==> src/rtl/gba_io_pkg.sv <==
////////////////////////////////////////////////////////////////////////////
// GBA I/O subsystem definitions: address map, register indices, bus size
// codes, game-pad timing and the shared register word type
////////////////////////////////////////////////////////////////////////////
`default_nettype none

package gba_io_pkg;

    // Register bank layout
    localparam int unsigned NUM_IO_REGS = 8;
    localparam logic [31:0] IO_BASE     = 32'h0400_0000;  // Bits 31:5 select the bank

    // Debug registers shown on the LEDs
    localparam int unsigned LED_REG0_IDX = 0;
    localparam int unsigned LED_REG1_IDX = 1;
    localparam int unsigned LED_REG2_IDX = 2;
    localparam int unsigned LED_REG3_IDX = 3;

    // Read-only button word, low half only
    localparam int unsigned KEYINPUT_IDX = 4;

    // bus_size encodings, code 3 behaves as a word
    localparam logic [1:0] SIZE_BYTE = 2'd0;
    localparam logic [1:0] SIZE_HALF = 2'd1;
    localparam logic [1:0] SIZE_WORD = 2'd2;

    // Game-pad scan timing
    localparam int unsigned PAD_DIV    = 8;                 // Clocks per tick
    localparam int unsigned PAD_BITS   = 16;                // Buttons per scan
    localparam int unsigned PAD_TICKS  = 2 * PAD_BITS + 2;  // Latch, 32 half clocks, idle
    localparam int unsigned PAD_DIV_W  = $clog2(PAD_DIV);
    localparam int unsigned PAD_TICK_W = $clog2(PAD_TICKS);

    // One register word, seen as byte lanes or as halfwords
    // Lane 0 and half 0 are the least significant
    typedef union packed {
        logic [3:0][7:0]  bytes;
        logic [1:0][15:0] halves;
    } io_word_t;

endpackage : gba_io_pkg

`default_nettype wire
==> src/rtl/gba_io_top.sv <==
////////////////////////////////////////////////////////////////////////////
// GBA I/O top level: register bank, game-pad scanner and LED debug mux
////////////////////////////////////////////////////////////////////////////
`timescale 1ns/1ps
`default_nettype none

module gba_io_top (
    input  logic        clock,
    input  logic        rst_n,
    input  logic [31:0] bus_addr,
    input  logic [31:0] bus_wdata,
    input  logic [1:0]  bus_size,
    input  logic        bus_write,
    output logic [31:0] bus_rdata,
    input  logic [7:0]  SW,
    input  logic        JA1,    // Pad serial data
    output logic        JA2,    // Pad latch
    output logic        JA3,    // Pad clock
    output logic [7:0]  LD
);

    logic [15:0] buttons;
    logic [31:0] led_reg0, led_reg1, led_reg2, led_reg3;

    io_regs u_io_regs (
        .clock, .rst_n,
        .bus_addr, .bus_wdata, .bus_size, .bus_write, .bus_rdata,
        .buttons,
        .led_reg0, .led_reg1, .led_reg2, .led_reg3
    );

    // Pad on header JA
    snes_controller u_snes_controller (
        .clock, .rst_n,
        .serial_data (JA1),
        .data_latch  (JA2),
        .data_clock  (JA3),
        .buttons
    );

    led_controller u_led_controller (
        .SW,
        .led_reg0, .led_reg1, .led_reg2, .led_reg3,
        .buttons,
        .LD
    );

endmodule : gba_io_top

`default_nettype wire

==> src/rtl/led_controller.sv <==
////////////////////////////////////////////////////////////////////////////
// LED debug mux: switches pick a byte of a debug register or a half
// of the button word
////////////////////////////////////////////////////////////////////////////
`timescale 1ns/1ps
`default_nettype none

module led_controller
    import gba_io_pkg::*;
(
    input  logic [7:0]  SW,
    input  logic [31:0] led_reg0,
    input  logic [31:0] led_reg1,
    input  logic [31:0] led_reg2,
    input  logic [31:0] led_reg3,
    input  logic [15:0] buttons,
    output logic [7:0]  LD
);

    io_word_t sel_word;

    always_comb begin
        // SW[3:2] picks the debug register
        case (SW[3:2])
            2'd0:    sel_word = led_reg0;
            2'd1:    sel_word = led_reg1;
            2'd2:    sel_word = led_reg2;
            default: sel_word = led_reg3;
        endcase

        if (SW[7:4] == 4'h0) begin
            LD = sel_word.bytes[SW[1:0]];                  // Byte lane from SW[1:0]
        end else begin
            LD = SW[7] ? buttons[15:8] : buttons[7:0];     // Button halves
        end
    end

endmodule : led_controller

`default_nettype wire

==> src/rtl/snes_controller.sv <==
////////////////////////////////////////////////////////////////////////////
// Serial game-pad scanner: drives latch and clock, collects 16 buttons
// and publishes the active-high button word once per complete scan
////////////////////////////////////////////////////////////////////////////
`timescale 1ns/1ps
`default_nettype none

module snes_controller
    import gba_io_pkg::*;
(
    input  logic        clock,
    input  logic        rst_n,
    input  logic        serial_data,
    output logic        data_latch,
    output logic        data_clock,
    output logic [15:0] buttons
);

    logic [PAD_DIV_W-1:0]  div_cnt;
    logic [PAD_TICK_W-1:0] tick_cnt;
    logic [PAD_BITS-1:0]   shift_reg;
    logic                  tick_start;
    logic                  tick_end;
    logic                  last_tick;
    logic                  sample;

    assign tick_start = (div_cnt == '0);
    assign tick_end   = (div_cnt == PAD_DIV_W'(PAD_DIV - 1));
    assign last_tick  = (tick_cnt == PAD_TICK_W'(PAD_TICKS - 1));

    // Tick divider and position within the scan
    // Reset parks the scan in its idle tick so both pins start low
    always_ff @(posedge clock) begin
        if (!rst_n) begin
            div_cnt  <= '0;
            tick_cnt <= PAD_TICK_W'(PAD_TICKS - 1);
        end else begin
            div_cnt <= tick_end ? '0 : div_cnt + 1'b1;
            if (tick_end) begin
                tick_cnt <= last_tick ? '0 : tick_cnt + 1'b1;
            end
        end
    end

    // Pin waveforms decoded from the tick count
    assign data_latch = (tick_cnt == '0);
    assign data_clock = (tick_cnt != '0) && !tick_cnt[0] &&
                        (tick_cnt <= PAD_TICK_W'(2 * PAD_BITS));

    // Sample at the start of each low half, before the pad shifts
    assign sample = tick_start && tick_cnt[0] &&
                    (tick_cnt < PAD_TICK_W'(2 * PAD_BITS));

    always_ff @(posedge clock) begin
        if (!rst_n) begin
            shift_reg <= '1;     // Reads as all released until a real scan
        end else if (sample) begin
            shift_reg <= {serial_data, shift_reg[PAD_BITS-1:1]};
        end
    end

    // Publish only whole scans, pad data is active low
    always_ff @(posedge clock) begin
        if (!rst_n) begin
            buttons <= '0;
        end else if (tick_end && last_tick) begin
            buttons <= ~shift_reg;
        end
    end

endmodule : snes_controller

`default_nettype wire

==> src/rtl/io_regs.sv <==
////////////////////////////////////////////////////////////////////////////
// Memory-mapped I/O register bank with byte, half and word writes,
// registered reads and the read-only key input register
////////////////////////////////////////////////////////////////////////////
`timescale 1ns/1ps
`default_nettype none

module io_regs
    import gba_io_pkg::*;
(
    input  logic        clock,
    input  logic        rst_n,
    input  logic [31:0] bus_addr,
    input  logic [31:0] bus_wdata,
    input  logic [1:0]  bus_size,
    input  logic        bus_write,
    output logic [31:0] bus_rdata,
    input  logic [15:0] buttons,
    output logic [31:0] led_reg0,
    output logic [31:0] led_reg1,
    output logic [31:0] led_reg2,
    output logic [31:0] led_reg3
);

    io_word_t   regs [NUM_IO_REGS];
    io_word_t   wr_word;
    io_word_t   merged;      // Selected register after the write lanes land
    logic [2:0] reg_idx;
    logic       in_bank;
    logic       is_keyinput;

    assign in_bank     = (bus_addr[31:5] == IO_BASE[31:5]);
    assign reg_idx     = bus_addr[4:2];
    assign is_keyinput = (reg_idx == KEYINPUT_IDX);
    assign wr_word     = bus_wdata;

    // Lane merge, narrow data always comes from the low end of wdata
    always_comb begin
        merged = regs[reg_idx];
        case (bus_size)
            SIZE_BYTE: merged.bytes[bus_addr[1:0]] = wr_word.bytes[0];
            SIZE_HALF: merged.halves[bus_addr[1]]  = wr_word.halves[0];
            default:   merged = wr_word;     // Word and code 3
        endcase
    end

    always_ff @(posedge clock) begin
        if (!rst_n) begin
            for (int i = 0; i < NUM_IO_REGS; i++) begin
                regs[i] <= '0;
            end
        end else if (bus_write && in_bank && !is_keyinput) begin
            regs[reg_idx] <= merged;
        end
    end

    // Read data follows the address by one cycle
    always_ff @(posedge clock) begin
        if (!rst_n) begin
            bus_rdata <= '0;
        end else if (!in_bank) begin
            bus_rdata <= '0;
        end else if (is_keyinput) begin
            bus_rdata <= {16'h0000, buttons};  // Live pad word, high half zero
        end else begin
            bus_rdata <= regs[reg_idx];
        end
    end

    // Debug words for the LED mux
    assign led_reg0 = regs[LED_REG0_IDX];
    assign led_reg1 = regs[LED_REG1_IDX];
    assign led_reg2 = regs[LED_REG2_IDX];
    assign led_reg3 = regs[LED_REG3_IDX];

endmodule : io_regs

`default_nettype wire

==> config.mk <==
export PLATFORM = sky130hd
export DESIGN_NAME = gba_io_top
export DESIGN_NICKNAME = d
export VERILOG_FILES = /design/src/rtl/gba_io_pkg.sv /design/src/rtl/gba_io_top.sv /design/src/rtl/led_controller.sv /design/src/rtl/snes_controller.sv /design/src/rtl/io_regs.sv
export SDC_FILE = /design/constraint.sdc
export NUM_CORES = 1
export LEC_CHECK = 0
export BUFFER_PORTS_ARGS = -buffer_cell sky130_fd_sc_hd__buf_2
export CAP_MARGIN = 20
export CORE_ASPECT_RATIO = 0.5
export CORE_MARGIN = 2
export CORE_UTILIZATION = 45
export DETAILED_ROUTE_END_ITERATION = 12
export PLACE_DENSITY_LB_ADDON = 0.2
export SETUP_SLACK_MARGIN = 0.4
export SLEW_MARGIN = 20
export SYNTH_ARGS = -nofsm -noshare
export SYNTH_HDL_FRONTEND = slang
export SYNTH_HIERARCHICAL = 1
export SYNTH_SLANG_ARGS = --single-unit
==> constraint.sdc <==
create_clock -name clock -period 2.82 [get_ports clock]
set_clock_uncertainty 0.1 [all_clocks]
set_input_delay 0.282 -clock clock [delete_from_list [all_inputs] [get_ports clock]]
set_output_delay 0.282 -clock clock [all_outputs]
set_load 0.05 [all_outputs]
### Word level (Yosys, flattened, before mapping)

Memories as Yosys holds them, arrays and structs flattened.
Cells that the tools add are included.

| cells by class | value |
|---|---|
| multiplexer cells | 21 |
| eq/ne operators | 7 |
| bitwise gates (word level) | 3 |
| order comparisons | 7 |
| add/sub/neg operators | 2 |
| reductions and logical operators | 21 |

Operators by type and width:

| kind | count |
|---|---|
| case mux 32 bit (3 select lines) | 1 |
| bitwise mux 32 bit | 2 |
| case mux 32 bit (2 select lines) | 1 |
| two-way mux 16 bit | 2 |
| two-way mux 32 bit | 1 |
| two-way mux 8 bit | 4 |
| OR reduction 32 bit | 1 |
| equality test 27 x 22 -> 1 bit, second input constant | 1 |
| binary-select mux 8 bit (select 2 bit) | 1 |
| demux 16 bit (select 1 bit) | 1 |
| demux 8 bit (select 2 bit) | 1 |
| NOT 16 bit | 1 |
| logical AND 1 bit | 9 |
| adder 6 x 1 -> 6 bit, second input constant | 1 |
| equality test 3 bit, second input constant | 2 |
| equality test 6 bit, second input constant | 1 |
| <= comparator 6 bit, second input constant | 1 |
| zero test 6 bit | 1 |
| < comparator 2 x 3 -> 1 bit, second input constant | 2 |
| < comparator 6 bit, second input constant | 1 |
| two-way mux 6 bit | 1 |
| nonzero test 6 bit | 1 |
| two-way mux 1 bit | 5 |
| equality test 2 x 1 -> 1 bit, second input constant | 2 |
| 14 further kinds | 17 |

| storage, ports and cells | value |
|---|---|
| flip-flop bits (word level) | 73 |
| input port bits | 78 |
| memories | 1 |
| logic and storage cells | 68 |
| RAM bits | 256 |
| output and inout port bits | 42 |

Memories:

| name | words | bits a word | rd ports | clocked after Yosys merged registers in | write ports | line | text |
|---|---|---|---|---|---|---|---|
| u_io_regs.regs | 8 | 32 | 5 | 0 | 8 | io_regs.sv:25 | `io_word_t regs [NUM_IO_REGS];` |

### Depth between registers and ports, before layout

Gate-level depths: netlist of run 1.

| logic depth | value |
|---|---|
| depth in word-level cells | 8 |
| depth in mapped cells | 8 |
| gate-level depth less buffers | 5 |

### By module

Netlist of run 1, hierarchy kept.

Modules (own cells, without submodules):

| module | area each (µm²) | times used | cells each | sequential area each (µm²) |
|---|---|---|---|---|
| io_regs | 13400.4 | 1 | 1022 | 8328.0 |
| snes_controller | 1809.2 | 1 | 195 | 820.8 |
| led_controller | 1238.7 | 1 | 124 | 0.0 |

### Worst setup path after synthesis of run 1

OpenSTA, ideal clock, no wires.

| timing | value |
|---|---|
| path kind | register to output |
| start point | register u_snes_controller.tick_cnt[2] |
| end point | output JA3 |
| arrival | 2506 ps |
| cell stages (with the launch flop) | 5 |
| path buffers | 1 |
| required time | 2438 ps |
| setup slack | -68 ps |
| path through | dfxtp_1 -> or3_1 -> buf_6 -> nor3_1 -> nor3_1 |

| on the way | value |
|---|---|
| cells in the longest elaborated chain, start to end | 3 |
| elaborated cells on any way between the ends | 4 |
| classes of those cells | order compare (1); reduce/logical (3) |

Ends and longest elaborated chain:

| element | line | text |
|---|---|---|
| start: declaration | snes_controller.sv:20 | `logic [PAD_TICK_W-1:0] tick_cnt;` |
| start signal: assignment | snes_controller.sv:36 | `tick_cnt <= PAD_TICK_W'(PAD_TICKS - 1);` |
| start signal: assignment | snes_controller.sv:40 | `tick_cnt <= last_tick ? '0 : tick_cnt + 1'b1;` |
| parallel branches: the longest is 2 deep, another holds <= comparator 6 bit | -- |  |
| logical AND 1 bit (*) | snes_controller.sv:47 | `assign data_clock = (tick_cnt != '0) && !tick_cnt[0] &&` |
| end: declaration | gba_io_top.sv:18 | `output logic JA3,` |

Every way passes the cells marked *.

### Worst setup path in the final report of run 1

| timing | value |
|---|---|
| start point | input SW[2] |
| end point | output LD[7] |

| on the way | value |
|---|---|
| cells in the longest elaborated chain, start to end | 5 |
| elaborated cells on any way between the ends | 7 |
| classes of those cells | eq/ne (2); mux (4); reduce/logical (1) |

Ends and longest elaborated chain:

| element | line | text |
|---|---|---|
| start: declaration | gba_io_top.sv:15 | `input logic [7:0] SW,` |
| equality test 2 bit (tied with other cells) | led_controller.sv:24 | `case (SW[3:2])` |
| case mux 32 bit (3 select lines) (*) | led_controller.sv:24 |  |
| binary-select mux 8 bit (select 2 bit) (*) | led_controller.sv:32 | `LD = sel_word.bytes[SW[1:0]];` |
| two-way mux 8 bit (not written as such) (*) | led_controller.sv:32 |  |
| two-way mux 8 bit (*) | led_controller.sv:31 | `if (SW[7:4] == 4'h0) begin` |
| end: declaration | gba_io_top.sv:19 | `output logic [7:0] LD` |

Mark *: on every way between the ends. The rest lies on a longest branch, timed or not. The select of a mux whose other input is x is not followed.

==> impl_metrics.ini, run 1 <==
[job]
cap_violations = 0

[clock_tree]
numCtsBuffers = 31
clk_path_buf_depth = 3
clkLatencyLatePin_ps = 600
htree_num_levels = 1
cts_tree = built
clk_pin_slew_ps = 60
clock_sinks = 329
cts.root.buffer_cell = clkbuf_16

[route]
drt_iter0_markers = 1296
avgRoutedWirePerCell_um = 25.1
drt-total-wl_um = 50000
viasPerCell = 6.00
drc_errors = 0
ant_nets = 0
drtPass1Iterations = 5
vias = 12000

[cells_and_area]
drive_above_1_share_pct = 24.3
regMostFlops = u_io_regs/regs
antenna_cells = 0
multiInputGateArea_um2 = 6780
largest_reg_flops = 256
nNetsFinal = 1571
area_delta_synth_final_pct = 14.2
regArea_um2 = 9150
top_regs = u_io_regs/regs: 256 flops, u_io_regs/bus_rdata: 32 flops
fill_cells = 3133

[floorplan]
die_height_um = 139
die-area_um2 = 38200
die_x_um = 274
start_util_pct = 45.7
ioPinCount = 120
core_um2 = 36000
placementRows = 49

[worst_setup_path]
worstSetupStartpointType = input port
critPathArrivalTime_ps = 2200
crit_type = in -> out
critPathCaptureType = primary output
required_ps = 2440
cp_max_fo = 17

[logic_synthesis]
synth_most_common_cell = edfxtp_1
ys.flop_type = edfxtp_1
async_flop_share_pct = 0
synth_seq_cells = 329
yosysWarnings = 6
yosys.area.top_type = edfxtp_1
synth-edff-count = 256
yosys-top-cells-area = edfxtp_1 (47%), mux2i_1 (10%), dfxtp_1 (8.9%)
synth_commonest_cells = edfxtp_1 (256), a21oi_1 (174), mux2i_1 (166)
ys_seq_area_share_pct = 55.6
synth_cells = 1341
synth_area_um2 = 16400
synth_cell_type_count = 76
avgSynthCellArea_um2 = 12.3
synth_top_area_share_pct = 46.7

[global_routing]
grt_start_max_net_pins = 68
grt-ovfl-total = 0
grt_usage_pct = 26.1
grt_pass1_wl_um = 74400
grt_pass1_vias = 12000
antenna_found_initial = 0

[sta]
setup_slack_ps = 241
setup_tns_ps = 0
slew_headroom_pct = 36.7
worst_slew_pin_slew_ps = 945
rsz0062_at_grt = yes
min_period_over_period_pct = 91.5
final_max_slew_viol_count = 0
post-route-min-period_ps = 2580
timing.fmax_mhz = 388
setup_viol_count_final = 0
hold_violations = 0

[placed_design]
port_buffers = 119
dpl.hpwl_um = 32700
post-place-ws_ps = 263
routabilityCongestion = 0.920

[power_and_ir_drop]
worst_ir_drop_vdd_v = 0.000521
cellLeakagePower_nw = 7.07
finalPower_mw = 10.6
p_per_area_nw_per_um2 = 563

[hold_path]
hold_path.class = in -> reg

[run_status]
status = finished, final reports clean
-- where the power goes --
part | internal [mW] | total [mW] | switching (mW)
registers | 5.36 | 5.43 | 0.0659
logic | 0.397 | 1.16 | 0.758
clock network | 2.11 | 4.00 | 1.89
-- cell usage in the layout (no fill, tap or decap), drive strengths merged, types with 7 or more instances in the layout --
cell and instances:
o22ai 69, nor2b 12, nor4 7, clkbuf 37
nand2b 14, a21oi 178, edfxtp 256, mux2 14
buf 182, a211oi 16, o21ai 28, a22oi 19
a221oi 15, nor3 68, clkinv 16, mux4 18
o211ai 10, or2b 10, nor2 95, inv 11
mux2i 166, nand3 37, nand2 74, dfxtp 73
conb 32, or2 7
-- cells by family (layout without fill, tap and decap cells) --
group | after synthesis | after routing | share of synthesized area (%)
xor gates and xnor gates | 2 | 2 | 0.107
buffers and inverters | 109 | 249 | 4.55
other | 1 | 32 | 0.0228
and+or+nand+nor | 345 | 345 | 12.0
DFF | 329 | 329 | 55.6
muxes | 198 | 198 | 13.6
adders and majority gates | 6 | 6 | 0.456
AOI/OAI and AO/OA | 351 | 351 | 13.7
-- layout make-up --
class                      instances  share of cell area, %
inverter                           8                  0.160
tap                              484                   3.22
multi-input combinational        934                   36.1
timing repair buffer             183                   6.78
clock inverter                    21                  0.659
sequential                       329                   48.7
clock buffer                      37                   4.41
-- stage by stage --
step                      utilization, %  area, µm²  hold WS [ps]  std cells
final                               52.2      18800          46.9       1996
after global routing                52.2      18800          40.2       1996
after CTS                           52.1      18800          31.5       1994
after detailed placement            49.1      17700           350       1934
after global placement              49.1      17700           341       1934
after floorplan                        -      16600           304       1372
-- critical path, cell delays in order --
cell,delay [ps]
buf_2,260
buf_4,380
mux2i_1,390
a22oi_1,140
a221oi_1,480
nor2_4,90
buf_6,170
-- metal layers --
layer / GRT usage (%) / share of wire (%) / vias to the layer above / routed length, µm
met5: 0 / 0 / - / 0
li1: - / - / 5403 / -
met4: 9.44 / 4.0 / 0 / 1980
met2: 42.5 / 47 / 543 / 23600
met1: 34.8 / 41 / 5921 / 20500
met3: 5.32 / 7.9 / 117 / 3940
-- worst paths after layout --
path / cells past startpoint / endpoint / startpoint / slack [ps]
setup / recovery: 7 / LD[7] / SW[2] / 240
hold / removal: 3 / u_io_regs/regs[0][25] / bus_wdata[25] / 50
setup reg to reg: 5 / u_snes_controller/buttons[11] / u_snes_controller/div_cnt[0] / 850
hold reg to reg: 1 / u_snes_controller/div_cnt[0] / u_snes_controller/div_cnt[0] / 360
-- timing repair --
action	4_1_cts	5_1_grt
hold endpoints to repair	1	0
setup endpoints to repair	9	9
gates cloned	0	0
pin swaps	9	4
hold buffers	1	0
resized for setup	39	5
buffers inserted	1	2
Note: power is estimated with default switching activity, not from simulation.
==> run 2: changes to the inputs <==
Settings changed: CELL_PAD_IN_SITES_DETAIL_PLACEMENT set to 1, CELL_PAD_IN_SITES_GLOBAL_PLACEMENT set to 1, HOLD_SLACK_MARGIN set to 0.08.
==> run 2 against run 1 <==
Effect of this change: hold slack improved by 80 ps; power increased by 2.5%; design area up 0.71%; via count increased by 1.8%; non-clock buffer count increased by 9; highest routed layer is now met5; maximum frequency grew 0.85%; routed wire length is 6.4% higher; critical path type is now reg -> out; sequential power is essentially flat; sequential share of layout area decreased by 0.33 points; global-route usage rose by 1.6 points; worst setup slack better by 22 ps; cell count is 0.45% higher.
==> impl_metrics.ini, run 2 (synthesis results as in run 1) <==
[sta]
worst_slew_pin_slew_ps = 857
timing.hold.ws_ps = 127
post-route-min-period_ps = 2560
final_max_slew_viol_count = 0
setup_viol_count_final = 0
min_period_over_period_pct = 90.7
slew_headroom_pct = 42.7
timing.fmax_mhz = 391
setup_tns_ps = 0
hold_violations = 0
rsz0062_at_grt = yes

[worst_setup_path]
crit_path_max_incr_delay_ps = 490
cp_max_fo = 2
reg2reg_slack_ps = 830
critPathArrivalTime_ps = 2180
slowest_stage = mux4_2
worstSetupStartpointType = register
critical_path.top_delay_family = multiplexers
reg2reg_depth = 5
required_ps = 2440
r2r-end = u_snes_controller/buttons[0]
crit_type = reg -> out
reg2reg_from = u_snes_controller/div_cnt[0]
critPathCaptureType = primary output
worstPathCellList = mux4_2 > mux2_4 > o22ai_2 > nor2_2 > buf_6
crit_buf_inv = 1

[clock_tree]
clk_path_buf_depth = 3
cts_tree = built
numCtsBuffers = 31
clock_sinks = 329
clkLatencyLatePin_ps = 580
clk_pin_slew_ps = 60
cts.root.buffer_cell = clkbuf_16
htree_num_levels = 1

[cells_and_area]
regMostFlops = u_io_regs/regs
nNetsFinal = 1580
top_regs = u_io_regs/regs: 256 flops, u_io_regs/bus_rdata: 32 flops
drive_above_1_share_pct = 24.3
layout_common_cells = edfxtp_1 (256), a21oi_1 (174), mux2i_1 (166), buf_2 (109), nor2_1 (87)
largest_reg_flops = 256
fill_cells = 3745
final_core_util_pct = 52.6
antenna_cells = 0
final_common_cell = edfxtp_1
area_delta_synth_final_pct = 15.1

[route]
ant_nets = 0
viasPerCell = 6.08
vias = 12200
drc_errors = 0
drt-total-wl_um = 53200
drtPass1Iterations = 5
drt_iter0_markers = 1102
avgRoutedWirePerCell_um = 26.5

[placed_design]
routabilityCongestion = 0.943
port_buffers = 119
dpl.hpwl_um = 35700

[job]
cap_violations = 0

[hold_path]
hold_path.class = in -> reg
min_to = u_io_regs/regs[2][25]
hold_depth = 3
holdCritStartpoint = bus_wdata[25]

[power_and_ir_drop]
seqPwrFrac_pct = 50.1
switching_share_pct = 25.1
combPwrFrac_pct = 10.9
worst_ir_drop_vdd_v = 0.000464
clock_power_share_pct = 39.0
cellLeakagePower_nw = 7.14
p_int_mw = 8.13
p_sw_mw = 2.72
p_per_area_nw_per_um2 = 573

[global_routing]
grt_pass1_vias = 12700
antenna_found_initial = 1
grt_usage_pct = 27.8
grt-ovfl-total = 0
grt_start_max_net_pins = 58
grt_pass1_wl_um = 79400

[floorplan]
die_height_um = 139
die_x_um = 274
core_um2 = 36000
start_util_pct = 45.7
die-area_um2 = 38200
ioPinCount = 120
placementRows = 49

[run_status]
status = finished, final reports clean
run 2: cell count changes in the layout (fill, tap and decap cells not counted), sizes merged:
cell         change
buf              +7
clkbuf           +7
clkinv           -6
bufinv           +3
clkinvlp         -2
dlygate4sd3      +2
inv              -2
run 2: what timing repair did:
action | in CTS | in global routing
endpoints found under the setup margin | 9 | 9
hold endpoints to repair | 6 | 0
pin swaps | 9 | 1
hold buffers | 3 | 0
setup buffers | 0 | 3
resized for setup | 38 | 8
run 2: through the flow:
stage          setup slack [ps]  cells  area (µm²)  total power, mW
3_3_place_gp                416   1941       17700             6.64
4_1_cts                     253   2002       18900             10.9
3_5_place_dp                395   1941       17700             6.67
2_1_floorplan               374   1372       16600             6.22
6_report                    263   2005       18900             10.8
5_1_grt                     212   2005       18900             11.1
run 2: worst max-delay path by stage:
| stage | startpoint | end | slack, ps | cells after the start |
|---|---|---|---|---|
| 2_1_floorplan | rst_n | u_io_regs/regs[1][0] | 370 | 7 |
| 3_3_place_gp | SW[2] | LD[7] | 420 | 7 |
| 3_5_place_dp | SW[2] | LD[7] | 400 | 7 |
| 4_1_cts | u_io_regs/regs[0][27] | LD[3] | 250 | 5 |
| 5_1_grt | u_io_regs/regs[3][26] | LD[2] | 210 | 5 |
| 6_report | u_io_regs/regs[2][28] | LD[4] | 260 | 5 |
run 2: cell type report:
| cell class | instances | area (µm²) | share of cell area [%] |
|---|---|---|---|
| Clock buffer | 44 | 845 | 4.46 |
| Clock inverter | 14 | 143 | 0.754 |
| Inverter | 8 | 30.0 | 0.159 |
| Multi-Input combinational cell | 934 | 6780 | 35.8 |
| Sequential cell | 329 | 9150 | 48.4 |
| Tap cell | 484 | 606 | 3.20 |
| Timing Repair Buffer | 192 | 1370 | 7.25 |
run 2: routing by layer:
layer | vias to the layer above | wire (µm) | global-route usage (%)
met5 | - | 12 | 0
met4 | 2 | 1530 | 7.95
met3 | 107 | 4060 | 4.74
met2 | 474 | 24900 | 45.5
met1 | 6196 | 22700 | 38.1
li1 | 5417 | - | -
run 2: worst register-to-register path: cells and delay by family, from the launching register on:
| family | cells | cell delay, ps |
|---|---|---|
| adders and majority gates | 2 | 550 |
| DFF | 1 | 370 |
| muxes | 1 | 250 |
| and+or+nand+nor | 2 | 630 |
run 2: power by group through the flow:
stage | Sequential, mW | Clock (mW) | Combinational (mW)
3_3_place_gp | 5.53 | 0 | 1.10
2_1_floorplan | 5.51 | 0 | 0.713
3_5_place_dp | 5.54 | 0 | 1.13
4_1_cts | 5.44 | 4.27 | 1.15
6_report | 5.44 | 4.23 | 1.18
5_1_grt | 5.45 | 4.42 | 1.25
==> run 3: changes to the inputs <==
Clock period 2.82 ns to 3.3 ns, I/O delays scaled along.
==> run 3 against run 2 <==
Effect of this change: worst setup slack better by 270 ps; global-route usage up 0.16 points; routed wire length up 0.73%; clock power down 15%; critical path depth unchanged; non-clock buffer count down 27; via count down 0.12%; flip-flop and latch count unchanged; die area unchanged; count of clock-buffer cells in the layout down 2; combinational power down 19%; core utilization down 1.2 points.
==> impl_metrics.ini, run 3 (synthesis results as in run 1) <==
[run_status]
status = finished, final reports clean

[cells_and_area]
regArea_um2 = 9150
multiInputGateArea_um2 = 6680
final_common_cell = edfxtp_1
nNetsFinal = 1553
fill_cells = 3756
largest_reg_flops = 256
antenna_cells = 0
regMostFlops = u_io_regs/regs
drive_above_1_share_pct = 22.2
layout_common_cells = edfxtp_1 (256), a21oi_1 (174), mux2i_1 (166), buf_2 (118), nor2_1 (94)
top_regs = u_io_regs/regs: 256 flops, u_io_regs/bus_rdata: 32 flops
area_delta_synth_final_pct = 12.3

[power_and_ir_drop]
finalPower_mw = 9.21
cellLeakagePower_nw = 6.96
worst_ir_drop_vdd_v = 0.000319
p_per_area_nw_per_um2 = 499

[worst_setup_path]
required_ps = 2870
critPathCaptureType = primary output
worstSetupStartpointType = register
cp_max_fo = 2
critPathArrivalTime_ps = 2340
crit_type = reg -> out
reg2reg_slack_ps = 1310

[global_routing]
grt-ovfl-total = 0
antenna_found_initial = 1
grt_pass1_vias = 12500
grt_usage_pct = 27.9
grt_start_max_net_pins = 68
grt_pass1_wl_um = 79600

[clock_tree]
htree_num_levels = 1
numCtsBuffers = 31
clk_pin_slew_ps = 70
clkLatencyLatePin_ps = 580
clock_sinks = 329
clk_path_buf_depth = 3
cts.root.buffer_cell = clkbuf_16
cts_tree = built

[placed_design]
dpl.hpwl_um = 34800
port_buffers = 119
routabilityCongestion = 0.904

[route]
ant_nets = 0
vias = 12200
drt-total-wl_um = 53600
drc_errors = 0
drt_iter0_markers = 1336
drtPass1Iterations = 7
viasPerCell = 6.16
avgRoutedWirePerCell_um = 27.1

[floorplan]
die_height_um = 139
die-area_um2 = 38200
core_um2 = 36000
placementRows = 49
die_x_um = 274
start_util_pct = 45.7
ioPinCount = 120

[sta]
min_period_over_period_pct = 83.9
setup_viol_count_final = 0
post-route-min-period_ps = 2770
hold_violations = 0
timing.fmax_mhz = 361
rsz0062_at_grt = no
worst_slew_pin_slew_ps = 962
setup_tns_ps = 0
slew_headroom_pct = 35.9
final_max_slew_viol_count = 0

[job]
cap_violations = 0

[hold_path]
hold_path.class = in -> reg
## run 3: cell types whose count changed in the layout (fill, tap and decap cells not counted), moves of 6 or more
cell,previous run,this run
nor2_2,7,0
mux2_2,7,14
buf_2,109,118
buf_4,58,40
mux2_4,7,0
buf_12,13,5
buf_6,9,1
nor2_1,87,94
o22ai_1,61,67
## run 3: cell type report
type / count / share of cell area (%)
multi-input combinational: 934 / 36.2
inverter: 8 / 0.163
sequential: 329 / 49.5
timing repair buffer: 165 / 5.48
clock buffer: 42 / 4.69
tap: 484 / 3.28
clock inverter: 16 / 0.724
## run 3: per-stage QoR
step / area, µm² / setup WS, ps / util, % / instances / hold WS (ps)
global placement: 17500 / 620 / 48.5 / 1919 / 337
CTS: 18500 / 536 / 51.3 / 1978 / 118
floorplan: 16600 / 794 / - / 1372 / 326
global route: 18500 / 483 / 51.3 / 1978 / 139
finish: 18500 / 532 / 51.3 / 1978 / 141
detailed placement: 17500 / 536 / 48.5 / 1919 / 365
## run 3: routing by layer
| layer | routed length (µm) | up-vias | part of all wire (%) | track usage (%) |
|---|---|---|---|---|
| met1 | 22800 | 6248 | 42 | 38.7 |
| met3 | 3780 | 92 | 7.1 | 3.70 |
| met2 | 25700 | 489 | 48 | 46.4 |
| li1 | - | 5350 | - | - |
| met4 | 1320 | 2 | 2.5 | 7.18 |
| met5 | 11 | - | 0.021 | 0 |
## run 3: what timing repair did
| action | CTS | global route |
|---|---|---|
| endpoints found under the hold margin | 1 | 0 |
| hold buffers | 1 | 0 |
| gates resized for setup | 0 | 1 |
| buffers inserted | 0 | 0 |
| endpoints found under the setup margin | 0 | 1 |
## run 3: worst max-delay path: stages, from the launching register on
cell	delay, ps
edfxtp_1	400
mux4_2	480
mux2_2	280
o22ai_1	260
nor2_1	100
buf_2	230
## run 3: final timing paths
kind,from,end,depth (start not counted)
worst min-delay path,bus_wdata[24],u_io_regs/regs[3][24],3
worst max register to register,u_snes_controller/div_cnt[0],u_snes_controller/buttons[14],5
worst max-delay path,u_io_regs/regs[3][13],LD[5],5
worst min register to register,u_snes_controller/div_cnt[0],u_snes_controller/div_cnt[0],1
## run 3: power by group
| part | switching, mW | internal, mW |
|---|---|---|
| clock | 1.62 | 1.99 |
| sequential | 0.0609 | 4.58 |
| combinational | 0.652 | 0.302 |
| total | 2.33 | 6.88 |
